===== src/logic/commit_params.svh =====
// Sizes of the commit window, included by the package and by every commit module
`ifndef COMMIT_PARAMS_SVH
`define COMMIT_PARAMS_SVH

// number of commit entries in the ring
`define COMMIT_DEPTH 8

// bits that index one entry
`define COMMIT_IDX_W 3

// architectural register number width
`define REG_IDX_W 5

// register write ports granted per cycle
`define WRITE_PORTS 2

// most entries retired in one cycle
`define RETIRE_WIDTH 4

// width of the retire count, 0 to RETIRE_WIDTH
`define RETIRE_CNT_W $clog2(`RETIRE_WIDTH + 1)

// extra busy cycles a multiply spends before it completes
`define MUL_EXTRA 2

`endif


===== src/logic/commit_pkg.sv =====
// Types shared by the commit window modules and its testbench
`default_nettype none

`include "commit_params.svh"

package commit_pkg;

	// execution unit of a dispatched instruction
	typedef enum logic [1:0] {
		alu    = 2'd0,
		branch = 2'd1,
		mul    = 2'd2
	} unit_t;

	// source operand tag
	// while pending, the low bits of num name the producing entry,
	// otherwise the operand is read from the register file
	typedef struct packed {
		logic                  pending;
		logic [`REG_IDX_W-1:0] num;
	} src_tag_t;

	// one dispatched instruction as it enters a commit entry
	typedef struct packed {
		unit_t                 unit;
		src_tag_t              rs1;
		src_tag_t              rs2;
		logic                  needs_rs2;
		logic [`REG_IDX_W-1:0] rd;
		logic                  makes_rd;
	} commit_op_t;

	// one register write port grant
	typedef struct packed {
		logic                     valid;
		logic [`COMMIT_IDX_W-1:0] index;
		logic [`REG_IDX_W-1:0]    rd;
	} write_port_t;

endpackage

`default_nettype wire


===== src/logic/commit_entry.sv =====
// One commit window slot: holds a dispatched instruction and sequences it to commit
`timescale 1ns/1ps
`default_nettype none

`include "commit_params.svh"

module commit_entry (
	input  wire                          clk,
	input  wire                          reset,
	input  wire                          load,
	input  wire                          kill,
	input  wire                          ended,
	input  wire commit_pkg::commit_op_t  op,
	input  wire                          schedule,
	input  wire [`COMMIT_DEPTH-1:0]      completed_in,
	input  wire [`COMMIT_DEPTH-1:0]      ack_in,
	input  wire [`COMMIT_DEPTH-1:0]      done_in,
	input  wire                          commit_ack,
	output logic                         ready,
	output logic                         completed,
	output logic                         commit_req,
	output logic                         done,
	output logic [`REG_IDX_W-1:0]        write_rd
);

	localparam int DEPTH = `COMMIT_DEPTH;
	localparam int IDX_W = `COMMIT_IDX_W;
	localparam int EXTRA_W = $clog2(`MUL_EXTRA + 1);

	commit_pkg::commit_op_t op_r;

	logic valid;
	logic busy;
	logic busy2;
	logic [EXTRA_W-1:0] extra;

	// producers that have been granted a write port or have written back
	logic [DEPTH-1:0] written_mask;

	function automatic logic src_written(commit_pkg::src_tag_t t, logic [DEPTH-1:0] mask);
		return t.pending && mask[t.num[IDX_W-1:0]];
	endfunction

	function automatic logic src_ok(commit_pkg::src_tag_t t, logic [DEPTH-1:0] mask);
		return !t.pending || mask[t.num[IDX_W-1:0]];
	endfunction

	assign written_mask = ack_in | done_in;
	assign write_rd = op_r.rd;

	// not yet scheduled means neither busy nor completed
	assign ready = valid && !busy && !completed &&
		src_ok(op_r.rs1, completed_in) &&
		(!op_r.needs_rs2 || src_ok(op_r.rs2, completed_in));

	// state sequence: busy, (mul extra cycles), busy2, then commit_req or done
	always_ff @(posedge clk) begin
		if (reset || kill || ended) begin
			valid <= 1'b0;
			busy <= 1'b0;
			busy2 <= 1'b0;
			extra <= '0;
			completed <= 1'b0;
			commit_req <= 1'b0;
			done <= 1'b0;
		end else if (load) begin
			valid <= 1'b1;
			busy <= 1'b0;
			busy2 <= 1'b0;
			extra <= '0;
			completed <= 1'b0;
			commit_req <= 1'b0;
			done <= 1'b0;
		end else if (valid) begin
			if (schedule) begin
				busy <= 1'b1;
				busy2 <= 1'b0;
				if (op_r.unit == commit_pkg::mul) begin
					extra <= EXTRA_W'(`MUL_EXTRA);
					completed <= 1'b0;
				end else begin
					extra <= '0;
					completed <= 1'b1;
				end
			end else if (busy && !busy2) begin
				if (extra != '0) begin
					extra <= extra - 1'b1;
					// result becomes bypassable on the last multiply cycle
					if (extra == EXTRA_W'(1)) begin
						completed <= 1'b1;
					end
				end else begin
					busy2 <= 1'b1;
				end
			end else if (busy && busy2) begin
				busy <= 1'b0;
				busy2 <= 1'b0;
				if (op_r.makes_rd) begin
					commit_req <= 1'b1;
				end else begin
					done <= 1'b1;
				end
			end
			if (commit_req && commit_ack) begin
				commit_req <= 1'b0;
				done <= 1'b1;
			end
		end
	end

	// once a producer writes back, the operand comes from the register file,
	// so a retired and reused producer slot never holds up this entry
	always_ff @(posedge clk) begin
		if (load) begin
			op_r <= op;
			if (src_written(op.rs1, written_mask)) begin
				op_r.rs1.pending <= 1'b0;
			end
			if (src_written(op.rs2, written_mask)) begin
				op_r.rs2.pending <= 1'b0;
			end
		end else begin
			if (src_written(op_r.rs1, written_mask)) begin
				op_r.rs1.pending <= 1'b0;
			end
			if (src_written(op_r.rs2, written_mask)) begin
				op_r.rs2.pending <= 1'b0;
			end
		end
	end

endmodule

`default_nettype wire


===== src/logic/commit_retire_sel.sv =====
// In-order write port grant and retire count for the commit window
`timescale 1ns/1ps
`default_nettype none

`include "commit_params.svh"

module commit_retire_sel (
	input  wire [`COMMIT_IDX_W-1:0]      commit_start,
	input  wire [`COMMIT_DEPTH-1:0]      commit_req,
	input  wire [`COMMIT_DEPTH-1:0]      done,
	input  wire [`REG_IDX_W-1:0]         entry_rd [`COMMIT_DEPTH],
	output logic [`COMMIT_DEPTH-1:0]     commit_ack,
	output commit_pkg::write_port_t      write_ports [`WRITE_PORTS],
	output logic [`RETIRE_CNT_W-1:0]     num_retired
);

	localparam int DEPTH = `COMMIT_DEPTH;
	localparam int IDX_W = `COMMIT_IDX_W;
	localparam int PORTS = `WRITE_PORTS;
	localparam int RETIRE_W = `RETIRE_WIDTH;

	// grants follow program order and stop at the first unfinished entry
	always_comb begin
		logic [IDX_W-1:0] slot;
		logic run;
		int granted;
		commit_ack = '0;
		for (int p = 0; p < PORTS; p++) begin
			write_ports[p] = '0;
		end
		run = 1'b1;
		granted = 0;
		for (int i = 0; i < DEPTH; i++) begin
			slot = commit_start + IDX_W'(i);
			if (!commit_req[slot] && !done[slot]) begin
				run = 1'b0;
			end
			if (run && commit_req[slot] && granted < PORTS) begin
				commit_ack[slot] = 1'b1;
				write_ports[granted].valid = 1'b1;
				write_ports[granted].index = slot;
				write_ports[granted].rd = entry_rd[slot];
				granted++;
			end
		end
	end

	// run of done entries from the start, at most RETIRE_WIDTH
	always_comb begin
		logic [IDX_W-1:0] slot;
		logic run;
		num_retired = '0;
		run = 1'b1;
		for (int i = 0; i < RETIRE_W; i++) begin
			slot = commit_start + IDX_W'(i);
			if (!done[slot]) begin
				run = 1'b0;
			end
			if (run) begin
				num_retired = num_retired + 1'b1;
			end
		end
	end

endmodule

`default_nettype wire


===== src/logic/commit_ring_ctrl.sv =====
// Ring pointer control of the commit window: allocation, retirement and branch rollback
`timescale 1ns/1ps
`default_nettype none

`include "commit_params.svh"

module commit_ring_ctrl (
	input  wire                        clk,
	input  wire                        reset,
	input  wire                        dispatch,
	input  wire                        branch_fix,
	input  wire [`COMMIT_IDX_W-1:0]    branch_fix_index,
	input  wire [`RETIRE_CNT_W-1:0]    num_retired,
	output logic [`COMMIT_IDX_W-1:0]   commit_start,
	output logic [`COMMIT_IDX_W-1:0]   commit_end,
	output logic [`COMMIT_IDX_W:0]     commit_available,
	output logic [`COMMIT_DEPTH-1:0]   load_mask,
	output logic [`COMMIT_DEPTH-1:0]   kill_mask,
	output logic [`COMMIT_DEPTH-1:0]   ended_mask
);

	localparam int DEPTH = `COMMIT_DEPTH;
	localparam int IDX_W = `COMMIT_IDX_W;
	localparam int RETIRE_W = `RETIRE_WIDTH;
	localparam int CNT_W = `RETIRE_CNT_W;

	// set when start and end are equal because every slot is taken
	logic full;

	logic [IDX_W-1:0] fix_end;
	logic [IDX_W:0] occupancy;
	logic [IDX_W:0] kept;
	logic [IDX_W:0] killed;
	logic [IDX_W:0] occupancy_next;

	assign fix_end = branch_fix_index + 1'b1;
	assign occupancy = full ? (IDX_W+1)'(DEPTH) : {1'b0, commit_end - commit_start};
	assign commit_available = (IDX_W+1)'(DEPTH) - occupancy;

	// entries from the start up to and including the fixed branch survive
	assign kept = {1'b0, branch_fix_index - commit_start} + 1'b1;
	assign killed = occupancy - kept;

	always_comb begin
		if (branch_fix) begin
			occupancy_next = kept - (IDX_W+1)'(num_retired);
		end else begin
			occupancy_next = occupancy + (IDX_W+1)'(dispatch) - (IDX_W+1)'(num_retired);
		end
	end

	always_ff @(posedge clk) begin
		if (reset) begin
			commit_start <= '0;
			commit_end <= '0;
			full <= 1'b0;
		end else begin
			commit_start <= commit_start + IDX_W'(num_retired);
			if (branch_fix) begin
				commit_end <= fix_end;
			end else if (dispatch) begin
				commit_end <= commit_end + 1'b1;
			end
			full <= occupancy_next == (IDX_W+1)'(DEPTH);
		end
	end

	always_comb begin
		load_mask = '0;
		if (dispatch) begin
			load_mask[commit_end] = 1'b1;
		end
	end

	// younger entries lie from the new end up to the old end
	always_comb begin
		logic [IDX_W-1:0] slot;
		kill_mask = '0;
		for (int i = 0; i < DEPTH; i++) begin
			slot = fix_end + IDX_W'(i);
			if (branch_fix && (IDX_W+1)'(i) < killed) begin
				kill_mask[slot] = 1'b1;
			end
		end
	end

	always_comb begin
		logic [IDX_W-1:0] slot;
		ended_mask = '0;
		for (int i = 0; i < RETIRE_W; i++) begin
			slot = commit_start + IDX_W'(i);
			if (CNT_W'(i) < num_retired) begin
				ended_mask[slot] = 1'b1;
			end
		end
	end

endmodule

`default_nettype wire


===== src/logic/commit_window.sv =====
// Top level of the commit window: ring control, retire selector and the entry array
`timescale 1ns/1ps
`default_nettype none

`include "commit_params.svh"

module commit_window (
	input  wire                          clk,
	input  wire                          reset,
	input  wire                          dispatch,
	input  wire commit_pkg::commit_op_t  dispatch_op,
	input  wire [`COMMIT_DEPTH-1:0]      schedule,
	input  wire                          branch_fix,
	input  wire [`COMMIT_IDX_W-1:0]      branch_fix_index,
	output logic [`COMMIT_IDX_W-1:0]     commit_start,
	output logic [`COMMIT_IDX_W-1:0]     commit_end,
	output logic [`COMMIT_IDX_W:0]       commit_available,
	output logic [`RETIRE_CNT_W-1:0]     num_retired,
	output logic [`COMMIT_DEPTH-1:0]     ready_mask,
	output logic [`COMMIT_DEPTH-1:0]     completed_mask,
	output commit_pkg::write_port_t      write_ports [`WRITE_PORTS]
);

	logic [`COMMIT_DEPTH-1:0] load_mask;
	logic [`COMMIT_DEPTH-1:0] kill_mask;
	logic [`COMMIT_DEPTH-1:0] ended_mask;
	logic [`COMMIT_DEPTH-1:0] commit_req_mask;
	logic [`COMMIT_DEPTH-1:0] done_mask;
	logic [`COMMIT_DEPTH-1:0] commit_ack;
	logic [`REG_IDX_W-1:0] entry_rd [`COMMIT_DEPTH];

	commit_ring_ctrl u_ring_ctrl (
		.clk(clk),
		.reset(reset),
		.dispatch(dispatch),
		.branch_fix(branch_fix),
		.branch_fix_index(branch_fix_index),
		.num_retired(num_retired),
		.commit_start(commit_start),
		.commit_end(commit_end),
		.commit_available(commit_available),
		.load_mask(load_mask),
		.kill_mask(kill_mask),
		.ended_mask(ended_mask)
	);

	commit_retire_sel u_retire_sel (
		.commit_start(commit_start),
		.commit_req(commit_req_mask),
		.done(done_mask),
		.entry_rd(entry_rd),
		.commit_ack(commit_ack),
		.write_ports(write_ports),
		.num_retired(num_retired)
	);

	// every entry sees the shared masks to resolve its source tags
	for (genvar i = 0; i < `COMMIT_DEPTH; i++) begin : g_entry
		commit_entry u_entry (
			.clk(clk),
			.reset(reset),
			.load(load_mask[i]),
			.kill(kill_mask[i]),
			.ended(ended_mask[i]),
			.op(dispatch_op),
			.schedule(schedule[i]),
			.completed_in(completed_mask),
			.ack_in(commit_ack),
			.done_in(done_mask),
			.commit_ack(commit_ack[i]),
			.ready(ready_mask[i]),
			.completed(completed_mask[i]),
			.commit_req(commit_req_mask[i]),
			.done(done_mask[i]),
			.write_rd(entry_rd[i])
		);
	end

endmodule

`default_nettype wire


===== config.mk =====
export PLATFORM = sky130hd
export DESIGN_NAME = commit_window
export DESIGN_NICKNAME = d
export VERILOG_FILES = /design/src/logic/commit_pkg.sv /design/src/logic/commit_entry.sv /design/src/logic/commit_retire_sel.sv /design/src/logic/commit_ring_ctrl.sv /design/src/logic/commit_window.sv
export VERILOG_INCLUDE_DIRS = /design/src /design/src/logic
export SDC_FILE = /design/constraint.sdc
export NUM_CORES = 1
export LEC_CHECK = 0
export ABC_AREA = 1
export BUFFER_PORTS_ARGS = -buffer_cell sky130_fd_sc_hd__buf_2
export CAP_MARGIN = 5
export CORE_MARGIN = 3
export CORE_UTILIZATION = 35
export CTS_CLUSTER_DIAMETER = 120
export CTS_CLUSTER_SIZE = 10
export DETAILED_ROUTE_END_ITERATION = 7
export GPL_ROUTABILITY_DRIVEN = 0
export SLEW_MARGIN = 20
export SYNTH_ARGS = -nofsm -noshare
export SYNTH_HDL_FRONTEND = slang
export SYNTH_SLANG_ARGS = --single-unit

===== constraint.sdc =====
create_clock -name clk -period 8 [get_ports clk]
set_input_delay 2 -clock clk [delete_from_list [all_inputs] [get_ports clk]]
set_output_delay 2 -clock clk [all_outputs]
set_load 0.05 [all_outputs]

# Yosys cells after proc, flatten, opt, wreduce, memory -nomap -nowiden
# Cells that the tools add are included.
[word_totals]
ff_bits = 207
word_cells = 1229
[op_classes]
addsub = 42
order_cmp = 93
n_eq_ne = 57
muxes = 511
bitwise = 33
n_reduce_logical = 370
[op_table]
columns = ["operator", "n"]
rows = [
  ["bitwise mux 18 bit", 21],
  ["2-to-1 mux 1 bit", 283],
  ["greater-or-equal comparator 32 x 2 -> 1 bit, second input constant", 7],
  ["less-than comparator 32 x 1 -> 1 bit, second input constant", 7],
  ["2-to-1 mux 8 bit", 28],
  ["less-than comparator 32 x 3 -> 1 bit, second input constant", 6],
  ["2-to-1 mux 32 bit", 6],
  ["NOT 32 bit", 6],
  ["demux 9 bit (select 1 bit)", 21],
  ["adder 32 x 2 -> 32 bit, second input constant", 5],
  ["binary-select mux 1 bit (select 3 bit)", 50],
  ["nonzero test 2 bit", 73],
  ["OR 8 bit", 18],
  ["less-than comparator 3 x 4 -> 1 bit, second input constant", 35],
  ["logical AND 1 bit", 129],
  ["2-to-1 mux 18 bit", 7],
  ["binary-select mux 5 bit (select 3 bit)", 8],
  ["2-to-1 mux 5 bit", 23],
  ["AND reduction 5 bit", 16],
  ["2-to-1 mux 9 bit", 8],
  ["AND reduction 3 bit", 24],
  ["logical NOT 1 bit", 64],
  ["2-to-1 mux 2 bit", 32],
  ["demux 1 bit (select 3 bit)", 17],
  ["other kinds (34)", 212],
]

# Depth between registers and ports, before layout
# Gate-level depths: netlist of run 1.
[depth]
depth_word = 40
mapped_depth = 50
depth_no_buf = 45

# Cells and area by module
# From an unflattened synthesis of run 1, not the netlist that was laid out.
[unflattened]
cells_unflattened = 3017
hier_area_um2 = 18928.2
[modules_own_cells]
columns = ["module", "instances", "cells_each", "area_each_um2"]
rows = [
  ["commit_entry", 8, 214, 1520.2],
  ["commit_retire_sel", 1, 920, 4493.1],
  ["commit_ring_ctrl", 1, 385, 2273.4],
]

# Least setup slack after synthesis of run 1
# No wires, ideal clock.
[synth_timing]
kind = "register to output"
start = "register u_ring_ctrl.commit_start[0]"
end = "output write_ports[14] (netlist name)"
arrival_time_ns = 7.659
slack_ns = -1.659
stages_incl_launch_ff = 42
path_buffers = 5
path_cell_list = "dfxtp_1 > inv_2 > buf_4 > clkbuf_1 > clkbuf_1 > ha_1 > inv_1 > clkbuf_1 > nand3_1 > nand2_1 > nand2_1 > nand2_2 > nand2_4 > nand2_4 > nor2_1 > ha_1 > nor2_2 > nand3_4 > (+6 left out) > nand3_1 > nand2_2 > inv_1 > ha_1 > inv_1 > nand3_2 > nand2_4 > inv_1 > ha_1 > inv_1 > a311oi_1 > nand2_1 > nand2_4 > nand2_4 > nor2_2 > inv_2 > buf_2 > a21oi_1"
[synth_lines]
columns = ["item", "line_no", "text"]
rows = [
  ["start: declaration", "commit_ring_ctrl.sv:14", "output logic [`COMMIT_IDX_W-1:0] commit_start,"],
  ["start signal: assignment", "commit_ring_ctrl.sv:58", "commit_start <= commit_start + IDX_W'(num_retired);"],
  ["end: declaration", "commit_window.sv:21", "output commit_pkg::write_port_t write_ports [`WRITE_PORTS]"],
]

==> results of run 1 <==
-- stage by stage --
stage	setup TNS, ps	cell area, um^2	util	hold slack, ps	std cells
floorplan	-1990	16900	-	439	2324
global placement	0	17800	0.381	453	2940
detailed placement	-279	17800	0.381	458	2940
CTS	0	18800	0.403	466	3003
global route	-2430	19400	0.414	492	3029
finish	0	19400	0.414	462	3029
-- worst max path at each step --
stage | startpoint | to | slack [ps] | cells after the start
after global placement | u_ring_ctrl.commit_start[1] | write_ports[3] | 50 | 40
after global routing | u_ring_ctrl.commit_start[0] | write_ports[16] | -220 | 38
after CTS | u_ring_ctrl.commit_start[0] | write_ports[16] | 20 | 38
after detailed placement | u_ring_ctrl.commit_start[1] | write_ports[0] | -50 | 40
after floorplan | u_ring_ctrl.commit_start[0] | write_ports[8] | -260 | 40
final | u_ring_ctrl.commit_start[1] | write_ports[16] | 90 | 38
-- worst register-to-register path: cells and delay by family (launching register included) --
family,cells,cell delay [ps]
buffers and inverters,7,1110
and+or+nand+nor,24,2780
DFF,1,380
adders and majority gates,6,1800
-- state kept, by name, indices dropped and copies added, names as in the netlist --
name / cells
g_entry.u_entry.op_r: 96
g_entry.u_entry.write_rd: 40
g_entry.u_entry.extra: 16
g_entry.u_entry.busy: 8
g_entry.u_entry.busy2: 8
g_entry.u_entry.commit_req: 8
g_entry.u_entry.completed: 8
g_entry.u_entry.done: 8
g_entry.u_entry.valid: 8
u_ring_ctrl.commit_end: 3
u_ring_ctrl.commit_start: 3
u_ring_ctrl.full: 1
-- synth_stat cells, types with 9 or more instances --
master / count
nand2_1: 417
inv_1: 268
nand3_1: 260
o21ai_0: 228
nor2_1: 157
a21oi_1: 140
edfxtp_1: 136
nand4_1: 124
clkbuf_1: 75
dfxtp_1: 71
ha_1: 55
o211ai_1: 44
nor3_1: 29
mux2i_1: 26
or2_2: 24
o22ai_1: 23
buf_4: 21
a221oi_1: 16
clkinv_1: 15
inv_2: 14
a211oi_1: 11
a311oi_1: 11
a31oi_1: 10
nand2_2: 10
o221ai_1: 10
buf_2: 9
nand3_4: 9
-- cell type report --
class	count	area, um^2
clock inverter	3	58.8
antenna	1	2.50
sequential	207	5510
tap	607	759
clock buffer	43	703
inverter	297	1150
multi-input combinational	1701	9940
timing repair buffer	169	1220
fill	4723	27400
timing repair inverter	1	6.26
-- placed cells by master, fill, tap and decap left out, drive strengths merged, types with 55 or more instances in the layout --
| cell | count |
|---|---|
| nand4 | 124 |
| o21ai | 231 |
| nand2 | 434 |
| dfxtp | 71 |
| ha | 55 |
| inv | 284 |
| edfxtp | 136 |
| nand3 | 277 |
| nor2 | 165 |
| a21oi | 145 |
| buf | 168 |
-- metal layers --
layer / vias up / track usage / share of wire
met5: - / 0 / 0.00018
met4: 2 / 0.103 / 0.049
met3: 220 / 0.0476 / 0.086
met2: 931 / 0.387 / 0.46
met1: 8282 / 0.296 / 0.40
li1: 8298 / - / -
-- power by group through the flow --
stage | clock network [W] | logic, W | registers [W]
after floorplan | 0 | 0.000212 | 0.00120
after global placement | 0 | 0.000313 | 0.00121
after detailed placement | 0 | 0.000319 | 0.00121
after CTS | 0.00113 | 0.000320 | 0.00118
after global routing | 0.00117 | 0.000360 | 0.00119
final | 0.00110 | 0.000326 | 0.00118
-- cells by family after synthesis --
kind of cell	count (synthesis)	synth area share
flip-flops	207	0.331
multiplexers	26	0.0157
XOR/XNOR	11	0.00580
adder cells (fa/ha/maj)	62	0.0499
buffers and inverters	416	0.102
AND/OR/NAND/NOR	1068	0.307
AO/OA/AOI/OAI	534	0.188
-- repair_timing --
action | CTS | global route
cloned | 0 | 1
resized for setup | 33 | 90
endpoints found under the hold margin | 0 | 0
pin swaps | 11 | 34
setup buffers | 17 | 24
setup endpoints to repair | 18 | 18
==> qor.csv, run 1 <==
metric,value,unit
setup_viol,0,
sequentialPowerShare,0.454,
area_growth_syn_to_layout,16.6,%
ant_nets,0,
worst_path_max_delay_cell,fa_2,
grt_pass1_wl,93300,um
clock_path_buffers,3,
rsz0062_at_grt,true,
min_path_cells,2,
crit_buf_inv,9,
synthArstFlopShare,0,
clock.fmax,126,MHz
synth_fp_nets,2422,
fin_crit,7910,ps
dr.pass1.iters,6,
combPwrFrac,0.125,
critPathLaunchType,register,
drv_slew,0,
powerDensity,135,nW/um^2
p_clk_frac,0.421,
grt_max_degree,48,
fin_nets,2500,
hp-class,register to register,
crit_type,register to primary output,
yosysTopAreaCellShare,0.246,
required,6000,ps
synthesis.area,16600,um^2
first_iter_violations,2223,
reg2reg_depth,37,
wl,61500,um
core,46800,um^2
cts_tree,done,
cts_buffers,25,
synth_warnings,0,
antenna_found_initial,2,
ys_types,58,
slew_headroom,0.324,
synth.largest_area_cell,edfxtp_1,
die_y,224,um
h-tree-depth,1,
drv_cap,0,
fin_crit_sh,0.989,
skew,53.3,ps
ys_seq_area_frac,0.331,
viasPerCell,5.85,
cts-root-buf,clkbuf_16,
die_w,224,um
detail_route.wl_per_cell,20.3,um
clk_pin_slew_worst_paths,80,ps
dieArea,50100,um^2
cts_hold_buf,0,
grt_pass1_vias,16595,
ys_ff_latch,207,
cpMostUsedCell,nand2_4,
critPathCaptureType,primary output,
drive_gt1_frac,0.151,
hold_viol,0,
reg2reg_from,u_ring_ctrl.commit_start[1],
cts_sinks,207,
avgSynthCellArea,7.15,um^2
peakVddDrop,0.131,mV
power,0.00261,W
path_delay_family,adder cells,
io_pins,83,
overflow,0,
p_leak,7.85,nW
synth_area_leaders,"edfxtp_1, nand2_1, dfxtp_1",
clock_latency,580,ps
crit_arrival,5910,ps
slowest_delay,590,ps
finalWorstSetupSlack,89.2,ps
synth_edf_count,136,
track_usage,0.234,
postSynthCellCount,2324,
power_switching,0.000723,W
swShare,0.277,
fp-row-count,79,
io_buffers,78,
vias,17733,
r2r_end,g_entry[2].u_entry.op_r[18],
start_util,0.355,
rrSetupSlack,1630,ps
hold_start,g_entry[0].u_entry.extra[1],
synth_ff_type,edfxtp_1,
path_max_fanout,7,
post-place-ws,-51.7,ps
dpl.hpwl,42300,um
outcome,"complete, no violations",
p_int,0.00189,W
hold_end,g_entry[0].u_entry.extra[1],
drcViolationCount,0,
tightest_slew,1010,ps
No activity file was read; power rests on OpenSTA's default activity.
==> run 2: changes to the inputs <==
- ABC_AREA: 1 -> unset
==> qor.csv, run 2 <==
metric,value,unit,change
outcome,"finished, violations left",,"was complete, no violations"
violations,"DRC, setup timing",,
top_register,g_entry.u_entry.op_r,,unchanged
hold_viol,0,,unchanged
cpMostUsedCell,ha_4,,was nand2_4
synth_edf_count,136,,unchanged
clock_path_buffers,3,,unchanged
p_leak,7.31,nW,was 7.85 nW
synth_compound_area_frac,0.182,,was 0.188
hold_slack,471,ps,was 462 ps
cts_tree,done,,unchanged
synth_ff_type,edfxtp_1,,unchanged
core,47100,um^2,was 46800 um^2
startpoint,u_ring_ctrl.commit_start[0],,was u_ring_ctrl.commit_start[1]
dpl.hpwl,40200,um,was 42300 um
drv_cap,0,,unchanged
io_buffers,78,,unchanged
n_antenna_cell,0,,was 1
fin_nets,2111,,was 2500
clk_pin_slew_worst_paths,70,ps,was 80 ps
synth_mux_area_frac,0.166,,was 0.0157
largest_reg_flops,96,,unchanged
swShare,0.262,,was 0.277
multi_input_area,11000,um^2,was 9940 um^2
area_growth_syn_to_layout,19.2,%,was 16.6%
p_int,0.00188,W,was 0.00189 W
powerDensity,126,nW/um^2,was 135 nW/um^2
ys_ff_latch,207,,unchanged
path_max_fanout,12,,was 7
hp-class,register to register,,unchanged
grt_max_degree,45,,was 48
fin_crit,8710,ps,was 7910 ps
synthesis.area,16900,um^2,was 16600 um^2
synth_common_cells,"nor2_1, nand2_1, edfxtp_1",,"was nand2_1, inv_1, nand3_1"
track_usage,0.221,,was 0.234
path_delay_family,simple AND/OR/NAND/NOR gates,,was adder cells
min_path_cells,2,,unchanged
finalWorstSetupSlack,-707,ps,was 89.2 ps
drcViolationCount,1,,was 0
die_w,226,um,was 224 um
die_y,226,um,was 224 um
peakVddDrop,0.119,mV,was 0.131 mV
hold_end,g_entry[6].u_entry.extra[1],,was g_entry[0].u_entry.extra[1]
yosysMostFrequentCell,nor2_1,,was nand2_1
postSynthCellCount,1892,,was 2324
critPathCaptureType,primary output,,unchanged
drive_gt1_frac,0.229,,was 0.151
rsz0062_at_grt,true,,unchanged
first_iter_violations,1602,,was 2223
dieArea,50900,um^2,was 50100 um^2
wl,57300,um,was 61500 um
synthArstFlopShare,0,,unchanged
reg2reg_from,u_ring_ctrl.commit_start[0],,was u_ring_ctrl.commit_start[1]
fin_crit_sh,1.09,,was 0.989
ant_nets,0,,unchanged
ys_seq_area_frac,0.326,,was 0.331
r2r_end,g_entry[4].u_entry.op_r[12],,was g_entry[2].u_entry.op_r[18]
yosysTopAreaCellShare,0.242,,was 0.246
nFillCells,4595,,was 4723
io_pins,83,,unchanged
seqCellArea,5510,um^2,about the same
detail_route.wl_per_cell,21.7,um,was 20.3 um
synth_warnings,0,,unchanged
tightest_slew,1040,ps,was 1010 ps
cts-root-buf,clkbuf_16,,unchanged
synthSimpleGateAreaFrac,0.205,,was 0.307
avgSynthCellArea,8.93,um^2,was 7.15 um^2
crit_arrival,6710,ps,was 5910 ps
synth_top_family_by_area,simple AND/OR/NAND/NOR gates,,unchanged
overflow,0,,unchanged
required,6000,ps,about the same
h-tree-depth,1,,unchanged
grt_pass1_vias,15395,,was 16595
slew_headroom,0.309,,was 0.324
synth_xor_area_frac,0.0170,,was 0.00580
skew,32.7,ps,was 53.3 ps
reg2reg_depth,32,,was 37
vias,15974,,was 17733
setup_viol,18,,was 0
p_clk_frac,0.413,,was 0.421
ys_types,84,,was 58
dr.pass1.iters,8,,was 6
grt_pass1_wl,88500,um,was 93300 um
fp-row-count,79,,unchanged
yosys.area_share.adder,0.0496,,was 0.0499
crit_type,register to primary output,,unchanged
cts_buffers,25,,unchanged
antenna_found_initial,1,,was 2
slowest_delay,520,ps,was 590 ps
critPathLaunchType,register,,unchanged
crit_buf_inv,5,,was 9
clock_latency,550,ps,was 580 ps
final_cell_mix,"nor2_1, nand2_1, buf_4, edfxtp_1, a21oi_1",,"was nand2_1, inv_1, nand3_1, o21ai_0"
start_util,0.358,,was 0.355
mostFrequentLayoutCell,nor2_1,,was nand2_1
power_switching,0.000666,W,was 0.000723 W
synth_fp_nets,1990,,was 2422
synth.largest_area_cell,edfxtp_1,,unchanged
combPwrFrac,0.117,,was 0.125
fin_util,0.427,,was 0.414
synth_area_leaders,"edfxtp_1, mux4_2, dfxtp_1",,"was edfxtp_1, nand2_1, dfxtp_1"
sequentialPowerShare,0.470,,was 0.454
cts_sinks,207,,unchanged
rrSetupSlack,620,ps,was 1630 ps
hold_start,g_entry[6].u_entry.extra[1],,was g_entry[0].u_entry.extra[1]
viasPerCell,6.06,,was 5.85
worst_path_max_delay_cell,fa_2,,unchanged
clock.fmax,115,MHz,was 126 MHz
drv_slew,0,,unchanged
[run 2: cell type report]
cell class                 count  share of cell area
sequential                   207               0.274
multi-input combinational   1463               0.545
inverter                      73              0.0137
timing repair buffer         243              0.0930
clock inverter                 2            0.000870
tap                          607              0.0377
clock buffer                  43              0.0360
[run 2: cell families (layout without fill, tap and decap cells)]
logic type                 count (synthesis)  after routing
AOI/OAI and AO/OA                        456            456
adders and majority gates                 63             63
DFF                                      207            207
buffers and inverters                    222            361
muxes                                    193            193
and+or+nand+nor                          720            720
xor gates and xnor gates                  31             31
[run 2: per-stage QoR]
step                worst slack, ps  instances  power [W]  TNS, ps  area, um^2
floorplan                     -1540       1892    0.00141   -25440       17300
global placement               -346       2577    0.00150    -5180       18900
detailed placement             -431       2577    0.00151    -6260       18900
CTS                            -714       2636    0.00256   -11710       20100
global route                  -1020       2638    0.00265   -16940       20100
finish                         -707       2638    0.00255   -11580       20100
[run 2: repair_timing]
item	4_1_cts	5_1_grt
cloned	1	0
setup endpoints to repair	18	18
hold buffers	0	0
buffers inserted	13	2
gates resized for setup	64	13
pin swaps	19	9
[run 2: metal layers]
| layer | up-vias | part of all wire | global-route usage |
|---|---|---|---|
| li1 | 7346 | - | - |
| met1 | 7762 | 0.43 | 0.301 |
| met2 | 714 | 0.45 | 0.357 |
| met3 | 150 | 0.078 | 0.0302 |
| met4 | 2 | 0.040 | 0.0886 |
| met5 | - | 0.00023 | 0 |
[run 2: worst max path at each step]
stage	endpoint	slack, ps	cells after the start
5_1_grt	write_ports[6]	-1020	30
3_3_place_gp	write_ports[0]	-350	31
4_1_cts	write_ports[15]	-710	31
2_1_floorplan	write_ports[17]	-1540	34
6_report	write_ports[6]	-710	30
3_5_place_dp	write_ports[1]	-430	31
[run 2: power groups by stage]
stage / Clock, W / Combinational (W) / Sequential, W
2_1_floorplan: 0 / 0.000209 / 0.00120
3_3_place_gp: 0 / 0.000287 / 0.00122
3_5_place_dp: 0 / 0.000294 / 0.00122
4_1_cts: 0.00107 / 0.000295 / 0.00120
5_1_grt: 0.00112 / 0.000327 / 0.00120
6_report: 0.00105 / 0.000297 / 0.00120
[run 2: tightest hold or removal path, stage by stage, from the launching register on]
cell     delay [ps]
dfxtp_1         310
nand2_1          50
a21oi_1          60
